**config.mk**
```make
export PLATFORM = sky130hd
export DESIGN_NAME = log_merge2
export DESIGN_NICKNAME = d
export VERILOG_FILES = /design/src/source/log_pack_pkg.sv /design/src/source/log_merge2.sv /design/src/source/log_skid_buf.sv
export VERILOG_INCLUDE_DIRS = /design/src /design/src/include
export SDC_FILE = /design/constraint.sdc
export NUM_CORES = 1
export LEC_CHECK = 0
export ABC_AREA = 1
export ABC_CLOCK_PERIOD_IN_PS = 9530
export BUFFER_PORTS_ARGS = -buffer_cell sky130_fd_sc_hd__buf_4
export CORE_UTILIZATION = 45
export CTS_BUF_LIST = sky130_fd_sc_hd__clkbuf_4 sky130_fd_sc_hd__clkbuf_8 sky130_fd_sc_hd__clkbuf_16
export DETAILED_ROUTE_END_ITERATION = 16
export PLACE_DENSITY = 0.79
export SLEW_MARGIN = 15
export SYNTH_ARGS = -nofsm -noshare
export SYNTH_HDL_FRONTEND = slang
export SYNTH_SLANG_ARGS = --single-unit
```
**constraint.sdc**
```tcl
create_clock -name clk -period 9.53 [get_ports clk]
set_input_delay 1.4295 -clock clk [delete_from_list [all_inputs] [get_ports clk]]
set_output_delay 1.4295 -clock clk [all_outputs]
set_load 0.1 [all_outputs]
```
**src/include/log_pack_cfg.svh**
```systemverilog
`ifndef LOG_PACK_CFG_SVH
`define LOG_PACK_CFG_SVH

////////////////////////////////////////
// alignment unit
////////////////////////////////////////

// every record starts and ends on a unit boundary
`define LP_UNIT_W 32

////////////////////////////////////////
// channel widths, in units
////////////////////////////////////////

`define LP_CH0_UNITS 1
`define LP_CH1_UNITS 2
`define LP_CH2_UNITS 2
`define LP_CH3_UNITS 3

// number of logging channels
`define LP_CH_CNT 4

////////////////////////////////////////
// packed output word
////////////////////////////////////////

// sum of all channel widths
`define LP_TOTAL_UNITS 8

// full packed word in bits
`define LP_DATA_W (`LP_TOTAL_UNITS * `LP_UNIT_W)

// length field, holds 0 to LP_TOTAL_UNITS
`define LP_LEN_W 4

`endif
```
**src/source/log_pack_pkg.sv**
```systemverilog
`default_nettype none

`include "log_pack_cfg.svh"

package log_pack_pkg;

  ////////////////////////////////////////
  // width types
  ////////////////////////////////////////

  // one alignment unit of a record
  typedef logic [`LP_UNIT_W-1:0] lp_unit_t;

  // record length counted in units
  typedef logic [`LP_LEN_W-1:0] lp_len_t;

  // bit i set when channel i carries a record
  typedef logic [`LP_CH_CNT-1:0] lp_mask_t;

  // full packed word
  typedef logic [`LP_DATA_W-1:0] lp_data_t;

  ////////////////////////////////////////
  // beat structs
  ////////////////////////////////////////

  // input beat
  // channel i at a fixed offset, sum of lower channel widths
  // slice contents don't matter when its mask bit is clear
  typedef struct packed {
    lp_mask_t mask;
    lp_data_t data;
  } lp_in_t;

  // output beat
  // records packed from bit 0 in channel order, zero above len
  typedef struct packed {
    lp_mask_t mask;
    lp_len_t  len;
    lp_data_t data;
  } lp_out_t;

endpackage

`default_nettype wire

```
**src/source/log_merge2.sv**
```systemverilog
`timescale 1ns/1ps
`default_nettype none

`include "log_pack_cfg.svh"

module log_merge2 #(
  parameter int A_UNITS = 1,
  parameter int A_CH    = 1,
  parameter int B_UNITS = 1,
  parameter int B_CH    = 1
) (
  input  logic                                       clk,
  input  logic                                       rstn,
  // first record, lands at bit 0
  input  logic                                       a_valid,
  input  logic [A_UNITS*`LP_UNIT_W-1:0]              a_data,
  input  log_pack_pkg::lp_len_t                      a_len,
  input  logic [A_CH-1:0]                            a_mask,
  output logic                                       a_ready,
  // second record, lands right after the first
  input  logic                                       b_valid,
  input  logic [B_UNITS*`LP_UNIT_W-1:0]              b_data,
  input  log_pack_pkg::lp_len_t                      b_len,
  input  logic [B_CH-1:0]                            b_mask,
  output logic                                       b_ready,
  // merged record
  output logic                                       out_valid,
  output logic [(A_UNITS+B_UNITS)*`LP_UNIT_W-1:0]    out_data,
  output log_pack_pkg::lp_len_t                      out_len,
  output logic [A_CH+B_CH-1:0]                       out_mask,
  input  logic                                       out_ready
);

  localparam int UNIT_W    = `LP_UNIT_W;
  localparam int A_W       = A_UNITS * UNIT_W;
  localparam int B_W       = B_UNITS * UNIT_W;
  localparam int OUT_UNITS = A_UNITS + B_UNITS;
  localparam int OUT_W     = OUT_UNITS * UNIT_W;

  // record plus its length and mask, stored together in the skid buffer
  typedef struct packed {
    logic [A_CH-1:0]       mask;
    log_pack_pkg::lp_len_t len;
    logic [A_W-1:0]        data;
  } a_rec_t;

  typedef struct packed {
    logic [B_CH-1:0]       mask;
    log_pack_pkg::lp_len_t len;
    logic [B_W-1:0]        data;
  } b_rec_t;

  a_rec_t a_in;
  a_rec_t a_q;
  b_rec_t b_in;
  b_rec_t b_q;
  logic   a_q_valid;
  logic   b_q_valid;

  // both records widened to the output size, so every index is in range
  log_pack_pkg::lp_unit_t [OUT_UNITS-1:0] a_ext;
  log_pack_pkg::lp_unit_t [OUT_UNITS-1:0] b_ext;
  log_pack_pkg::lp_unit_t [OUT_UNITS-1:0] out_units;

  ////////////////////////////////////////
  // input skid buffers
  ////////////////////////////////////////

  assign a_in = '{mask: a_mask, len: a_len, data: a_data};
  assign b_in = '{mask: b_mask, len: b_len, data: b_data};

  log_skid_buf #(
    .DATA_W ($bits(a_rec_t))
  ) u_a_buf (
    .clk       (clk),
    .rstn      (rstn),
    .in_valid  (a_valid),
    .in_data   (a_in),
    .in_ready  (a_ready),
    .out_valid (a_q_valid),
    .out_data  (a_q),
    .out_ready (out_ready)
  );

  log_skid_buf #(
    .DATA_W ($bits(b_rec_t))
  ) u_b_buf (
    .clk       (clk),
    .rstn      (rstn),
    .in_valid  (b_valid),
    .in_data   (b_in),
    .in_ready  (b_ready),
    .out_valid (b_q_valid),
    .out_data  (b_q),
    .out_ready (out_ready)
  );

  // both sides advance together, so the valids match
  assign out_valid = a_q_valid && b_q_valid;

  ////////////////////////////////////////
  // packing
  ////////////////////////////////////////

  assign a_ext = OUT_W'(a_q.data);
  assign b_ext = OUT_W'(b_q.data);

  // per output unit: A below a_len, then B shifted down by a_len, else zero
  always_comb begin
    int k;
    for (int j = 0; j < OUT_UNITS; j++) begin
      k = j - int'(a_q.len);
      if (j < int'(a_q.len)) begin
        out_units[j] = a_ext[j];
      end else if (k < int'(b_q.len)) begin
        out_units[j] = b_ext[k];
      end else begin
        out_units[j] = '0;
      end
    end
  end

  assign out_data = out_units;
  // max total is LP_TOTAL_UNITS, fits the length field
  assign out_len  = a_q.len + b_q.len;
  assign out_mask = {b_q.mask, a_q.mask};

endmodule

`default_nettype wire

```
**src/source/log_skid_buf.sv**
```systemverilog
`timescale 1ns/1ps
`default_nettype none

module log_skid_buf #(
  parameter int DATA_W = 32
) (
  input  logic              clk,
  input  logic              rstn,
  input  logic              in_valid,
  input  logic [DATA_W-1:0] in_data,
  output logic              in_ready,
  output logic              out_valid,
  output logic [DATA_W-1:0] out_data,
  input  logic              out_ready
);

  // second entry, only used while the output is stalled
  logic [DATA_W-1:0] spare_data;

  logic accept;
  logic pop;

  assign accept = in_valid && in_ready;
  assign pop    = out_valid && out_ready;

  ////////////////////////////////////////
  // control
  ////////////////////////////////////////

  // in_ready low means the spare entry is occupied
  // spare can only fill while main is full, so out_valid is high then
  always_ff @(posedge clk) begin
    if (rstn) begin
      out_valid <= 1'b0;
      in_ready  <= 1'b1;
    end else begin
      if (!in_ready) begin
        // spare moves into main on a pop, main stays full
        if (pop) begin
          in_ready <= 1'b1;
        end
      end else if (accept) begin
        if (!out_valid || out_ready) begin
          // main empty or draining this edge, take the beat directly
          out_valid <= 1'b1;
        end else begin
          // main stalled, park in spare and stop taking beats
          in_ready <= 1'b0;
        end
      end else if (pop) begin
        out_valid <= 1'b0;
      end
    end
  end

  ////////////////////////////////////////
  // payload
  ////////////////////////////////////////

  // main always drains first, which keeps beat order
  always_ff @(posedge clk) begin
    if (!in_ready && pop) begin
      out_data <= spare_data;
    end else if (accept && (!out_valid || out_ready)) begin
      out_data <= in_data;
    end
    if (accept && out_valid && !out_ready) begin
      spare_data <= in_data;
    end
  end

endmodule

`default_nettype wire

```
==> results of run 1 <==
==> logic make-up (layout without fill, tap and decap cells) <==
logic type / after synthesis / in the layout / synth area share [%]
buf+inv: 88 / 249 / 5.56
mux: 74 / 74 / 12.8
xor+xnor: 5 / 5 / 0.628
flops: 152 / 152 / 64.9
simple gates: 192 / 192 / 10.5
compound gates: 42 / 42 / 3.05
fa+ha+maj: 14 / 14 / 2.62
==> worst paths after layout <==
path	cells past startpoint	start	endpoint	slack (ns)
max	8	u_a_buf.out_data[33]	out_data[41]	5.01
min	1	u_b_buf.spare_data[8]	u_b_buf.out_data[8]	0.55
max reg2reg	5	u_b_buf.out_valid	u_b_buf.out_data[12]	7.05
min reg2reg	1	u_b_buf.spare_data[8]	u_b_buf.out_data[8]	0.55
==> power by group <==
part           switching, mW  leakage (nW)  internal, mW
Combinational          0.243          2.16        0.0908
Clock                  0.265         0.282         0.419
Sequential            0.0125          1.42         0.773
Total                  0.521          3.86          1.28
==> through the flow <==
step	instance area, sq um	utilization (%)
after floorplan	6970	-
after global placement	8250	54.5
after detailed placement	8250	54.5
after CTS	8850	58.4
after global routing	8940	59.0
final	8940	59.0
==> per-layer routing <==
layer | global-route usage (%) | part of all wire [%] | vias to the layer above
li1 | - | - | 2215
met5 | 0 | 0 | -
met1 | 23.2 | 42 | 2225
met4 | 10.2 | 2.4 | 0
met3 | 5.44 | 5.1 | 30
met2 | 34.3 | 51 | 160
==> cell usage in the layout (no fill, tap or decap), types with 4 or more instances in the layout <==
cell type	synthesis	routed
clkbuf_16	0	17
o21ai_0	8	6
clkinvlp_4	0	4
mux2_2	58	58
dfxtp_1	4	4
mux2_4	16	16
xnor2_1	4	4
inv_1	58	58
ha_1	13	13
edfxtp_1	148	148
a21oi_1	33	33
nand2_1	149	145
buf_4	2	154
nor2_1	38	35
==> Yosys cell counts <==
master,count
inv_1,58
nand3_1,3
fa_1,1
buf_6,4
xor2_1,1
ha_1,13
mux2_2,58
o21bai_1,1
nor2_1,38
buf_2,16
mux2_4,16
dfxtp_1,4
nand2_1,149
o21ai_0,8
buf_4,2
a21oi_1,33
clkbuf_1,6
inv_2,2
nor2_2,2
edfxtp_1,148
xnor2_1,4
==> registers in the layout, summed over array words and instances (netlist names) <==
register	count
u_b_buf.in_ready	1
u_a_buf.spare_data	37
u_a_buf.out_data	37
u_b_buf.out_valid	1
u_b_buf.spare_data	37
u_b_buf.out_data	37
u_a_buf.out_valid	1
u_a_buf.in_ready	1
==> final cells by class <==
type                       count  area [sq um]
multi-input combinational    327          2120
clock buffer                  20           448
tap                          188           235
inverter                      60           225
clock inverter                12           150
sequential                   152          4520
timing repair buffer         157          1240
fill                        1190          6210
==> worst max-delay path, stage by stage, from the launching register on <==
cell and delay (ns):
edfxtp_1 0.45, inv_1 0.16, ha_1 0.20, ha_1 0.23, nand2_1 0.07, inv_1 0.78, nand2_1 0.21, a21oi_1 0.23
buf_4 0.32
==> impl_results.md, run 1 <==
- Row count: between 40 and 50
- Setup TNS: 0 ns
- Leak: 3.86 nW
- CTS Hold Buffers Added: 0
- First-pass GRT wire length: 23800 microns
- Max Cap Viol: 0
- Synthesis Warnings: 0
- Clock Path Buffers: 2
- Slew Viols, Final: 0
- Cell taking the most area after synthesis: edfxtp_1
- Sequential area share after synthesis: roughly two thirds
- Crit. End Element: primary output
- Number of buffers added on ports: 151
- Routed WL: 15600 microns
- Power Density: between 200 and 250 mW/mm^2
- Syn avg cell area: 12.3 sq um
- Vias per Instance: 5.05
- Area Growth Syn to Fin: 28.2%
- 1st-pass router iterations: 4
- Final worst slack: roughly 5.0 ns
- Final nets: 808
- Initial antenna violation count: 0
- Fin cells: just over 900
- Worst-Skew Late Latency: 0.42 ns
- Root Buffer: clkbuf_16
- Required @ worst endpoint: 8.10 ns
- CP arrival: 3.09 ns
- Placed Cells: 881
- Drc violations: 0
- Crit Path Class: reg2out
- Core Area: roughly 0.015 sq mm
- Initial Utilization: a little under half
- Fin crit share: 47.5%
- Maximum vdd drop: 119 uV
- CTS tree: yes
- Final setup viols: 0
- Die Span Y: 126 microns
- Mapped Cells: 567
- Synth Cell Area: 0.00697 sq mm
- Hold Crit Class: reg2reg
- FF+latch count, synth: ~150
- Routed len/inst: 17.0 microns
- DP HPWL: 10300 microns
- Final hold violations: 0
- Max Fclk: 221 MHz
- Final ANT Viol Nets: 0
- Final min period: between 4 and 5 ns
- Slew margin rel.: 25.1%
- Clock Skews: 0.00818 ns
- Post-cts resize count: 0
- Cell variety after synth: 21
- Total gr overflow: 0
- CP Launch Type: flop
- Total Routing Usage GR: between 20 and 25%
- Largest net degree at the start of global routing: 65
- Postcts setup bufs: 0
- N_diodes: 0
- Num CTS Buffers: 17
- H-tree depth: 4
- Vias: 4630
- Ranking of synthesized cells by area: edfxtp_1 64%, mux2_2 9.4%, nand2_1 8.0%
- RSZ-0062 raised after global routing: false
- GPL Wtd Cong: 0.840
- Starting DRT DRC Count: 269
- Share of cells above drive strength 1: 37.6%
- Vias in the first global route: 4774
- Io pins: 152
- Reg clk slew, reported paths: approximately 0.06 ns
- Clock Sinks: approximately 150
- Placement Setup Slack: approximately 5.2 ns
- Hold slack: 0.549 ns
- Top-area cell type share of the netlist area: 63.7%
- Synth Net Count: 660
- Outcome: finished, final reports clean
- Die ar.: 0.0160 sq mm
- Largest fanout on the critical path: 32
- Die width: 126 microns
- Worst-margin pin slew: between 1 and 1.5 ns
- Power Total: 1.80 mW
(Power assumes the default switching activity.)
==> inputs of run 2 (changes only) <==
Settings changed: ABC_AREA 1 to 0, ABC_CLOCK_PERIOD_IN_PS 9530 to 4600, PLACE_DENSITY 0.79 to 0.78.
Clock period 9.53 ns to 4.6 ns, I/O delays scaled along.
==> run 2 against run 1 <==
Effect of this change:
- global-route usage is 1.7 points higher
- worst setup slack got worse by 4.7 ns
- sequential share of layout area fell by 3.3 points
- combinational power increased by 140%
- clock skew rose by 0.0021 ns
- largest cell class unchanged
==> impl_results.md, run 2 <==
- Outcome: finished, final reports clean
- Core Area: 0.0167 sq mm (+10%)
- Required @ worst endpoint: 3.91 ns (-4.19 ns)
- Clock Skews: 0.0102 ns (+0.00205 ns)
- CP Launch Type: flop
- Top-area cell type share of the netlist area: 57.4% (-6.3 points)
- Worst hold start: rstn
- Routed WL: 18600 microns (+19%)
- Number of buffers added on ports: 151 (unchanged)
- Max Fclk: 234 MHz
- Io pins: 152 (unchanged)
- Final nets: 789 (-2.4%)
- WHS Path Cells: 2 (+1)
- Post-synthesis simple-gate area fraction: 12.2% (+1.7 points)
- Reg clk slew, reported paths: 0.07 ns (about the same)
- Mapped Cells: 571 (+0.71%)
- Largest family of logic cells by synthesized area: simple AND/OR/NAND/NOR gates
- Largest fanout on the critical path: 21 (-34%)
- Final ANT Viol Nets: 0 (unchanged)
- Leak: 3.59 nW (-7.1%)
- FF+latch count, synth: 152 (unchanged)
- Top_reg_cell synth: edfxtp_1
- Commonest non-fill, non-tap cells in the layout: 157 x buf_4, 148 x edfxtp_1, 74 x mux2_2
- Syn avg cell area: 13.5 sq um (+10%)
- Commonest non-fill, non-tap cell in the layout: buf_4
- Most common cell in the netlist: edfxtp_1
- Post-synthesis adder-cell area fraction: 2.36% (-0.26 points)
- Crit Path Class: reg2out
- Synthesis Warnings: 0 (unchanged)
- Synth Net Count: 664 (+0.61%)
- N_diodes: 0 (unchanged)
- CTS Hold Buffers Added: 0 (unchanged)
- Crit. End Element: primary output
- Power Density: 408 mW/mm^2 (+100%)
- Post-synthesis mux area share: 10.8% (-2.0 points)
- Slew Viols, Final: 0 (unchanged)
- Cell variety after synth: 30 (+43%)
- H-tree depth: 4 (unchanged)
- Share of cells above drive strength 1: 43.3% (+5.7 points)
- Hold EP: u_a_buf.out_valid
- Routed len/inst: 20.1 microns (+18%)
- Compound-Gate Fraction of Synth Area: 11.0% (+7.9 points)
- Root Buffer: clkbuf_16
- Vias: 5310 (+15%)
- CTS tree: yes
- Placed Cells: 897 (+1.8%)
- Fin crit share: 93.0%
- Area Growth Syn to Fin: 23.6%
- Cell taking the most area after synthesis: edfxtp_1
- Die ar.: 0.0177 sq mm (+11%)
- Placement Setup Slack: 0.783 ns (-4.43 ns)
- Sequential area share after synthesis: 58.5% (-6.4 points)
- RR Startpoint: u_a_buf.in_ready
- Post-cts resize count: 0 (unchanged)
- Ranking of synthesized cells by area: edfxtp_1 57%, mux2_2 11%, a22oi_2 4.9%
- Starting DRT DRC Count: 441 (+64%)
- Slew margin rel.: 28.5% (+3.4 points)
- # fillers: 1321 (+11%)
- Final setup viols: 0 (unchanged)
- Die Span Y: 133 microns (+5.2%)
- Row count: 47 (+4.4%)
- Largest net degree at the start of global routing: 65 (unchanged)
- GPL Wtd Cong: 0.821 (-2.3%)
- Die width: 133 microns (+5.2%)
- Vias in the first global route: 5449 (+14%)
- Final min period: 4.28 ns
- Final hold violations: 0 (unchanged)
- Postcts setup bufs: 0 (unchanged)
- Max Cap Viol: 0 (unchanged)
- DP HPWL: 12600 microns (+22%)
- Initial Utilization: 46.3% (+0.27 points)
- Drc violations: 0 (unchanged)
- Total Routing Usage GR: 21.8% (+1.7 points)
- Synth Area in XOR/XNOR: 0.566% (-0.062 points)
- Clock Sinks: 152 (unchanged)
- CP arrival: 3.59 ns (+0.50 ns)
- Hold Crit Class: in2reg
- Final worst slack: 0.324 ns (-4.68 ns)
- Total gr overflow: 0 (unchanged)
- First-pass GRT wire length: 29300 microns (+23%)
- Worst Reg-to-Reg Cells: 3 (-2)
- Synth Cell Area: 0.00774 sq mm (+11%)
- Maximum vdd drop: 323 uV (+170%)
- Worst-Skew Late Latency: 0.43 ns (about the same)
- 1st-pass router iterations: 5 (+1)
- Reg2reg setup slack: 2.40 ns (-4.65 ns)
- Reg2reg end: u_a_buf.out_data[5]
- Most instantiated cells after synthesis: 148 x edfxtp_1, 74 x mux2_2, 41 x nand2_1, 34 x nand3_1, 33 x nand3b_1
- Num CTS Buffers: 17 (unchanged)
- RSZ-0062 raised after global routing: false
- Fin cells: 929 (+1.4%)
- Number of flops mapped to enable cells by yosys: 148 (unchanged)
- Worst setup path start: u_a_buf.out_data[33]
- Initial antenna violation count: 0 (unchanged)
- Worst-margin pin slew: 1.07 ns (-0.0469 ns)
- Vias per Instance: 5.72 (+13%)
- Async set-or-reset flop fraction in the synthesized netlist: 0% (unchanged)
- Clock Path Buffers: 2 (unchanged)
run 2: changes by cell type after synthesis, sizes merged, moves of 9 or more:
cell / change
buf: +9
o31ai: +32
nand3b: +33
nand2: -108
o21ai: +26
clkbuf: +14
a22oi: +32
nor2: -38
and3b: +32
nand3: +31
inv: -47
a21oi: -26
run 2: metrics by stage:
stage	power (mW)	TNS (ns)	utilization, %	instance area, sq um	hold WS [ns]
finish	3.90	0	57.3	9560	0.435
floorplan	2.24	-6.47	-	7740	0.460
global route	4.01	0	57.3	9560	0.421
global placement	2.45	0	53.5	8940	0.486
CTS	3.91	0	57.2	9560	0.426
detailed placement	2.46	0	53.5	8940	0.513
run 2: power breakdown:
part	internal (mW)	switching [mW]
Sequential	1.60	0.0458
Combinational	0.214	0.581
Clock	0.902	0.556
Total	2.72	1.18
run 2: cells by family (layout without fill, tap and decap cells):
logic type / after synthesis / count (layout)
simple gates: 155 / 155
flops: 152 / 152
fa+ha+maj: 14 / 14
xor+xnor: 5 / 5
mux: 74 / 74
buf+inv: 64 / 202
compound gates: 107 / 107
run 2: how the worst max path moves through the flow:
stage                               to  slack, ns  depth (start not counted)
after floorplan           out_data[10]      -0.22                         10
after global routing       out_data[7]       0.09                          8
after CTS                 out_data[42]       0.29                          7
after global placement    out_data[42]       0.95                          7
after detailed placement  out_data[42]       0.78                          7
final                     out_data[12]       0.32                          8
run 2: metal layers:
metal / routed length (microns) / track usage [%]
met4: 329 / 7.70
met5: 0 / 0
met1: 7650 / 27.0
met2: 9330 / 36.9
met3: 1330 / 5.52
run 2: final cells by class:
class                   count  area (sq um)  share of cell area [%]
multi-input cells         355          2920                    30.5
inverters                  13          48.8                   0.510
repair buffers            157          1180                    12.3
well taps                 220           275                    2.88
flip-flops and latches    152          4520                    47.3
clock buffers              21           474                    4.96
clock inverters            11           146                    1.53
run 2: critical path, cell delays in order, from the launching register on:
cell	delay, ns
edfxtp_1	0.43
inv_1	0.19
ha_1	0.20
ha_1	0.58
nor2b_2	0.61
buf_4	0.35
nand2_1	0.08
o31ai_1	0.34
buf_4	0.37
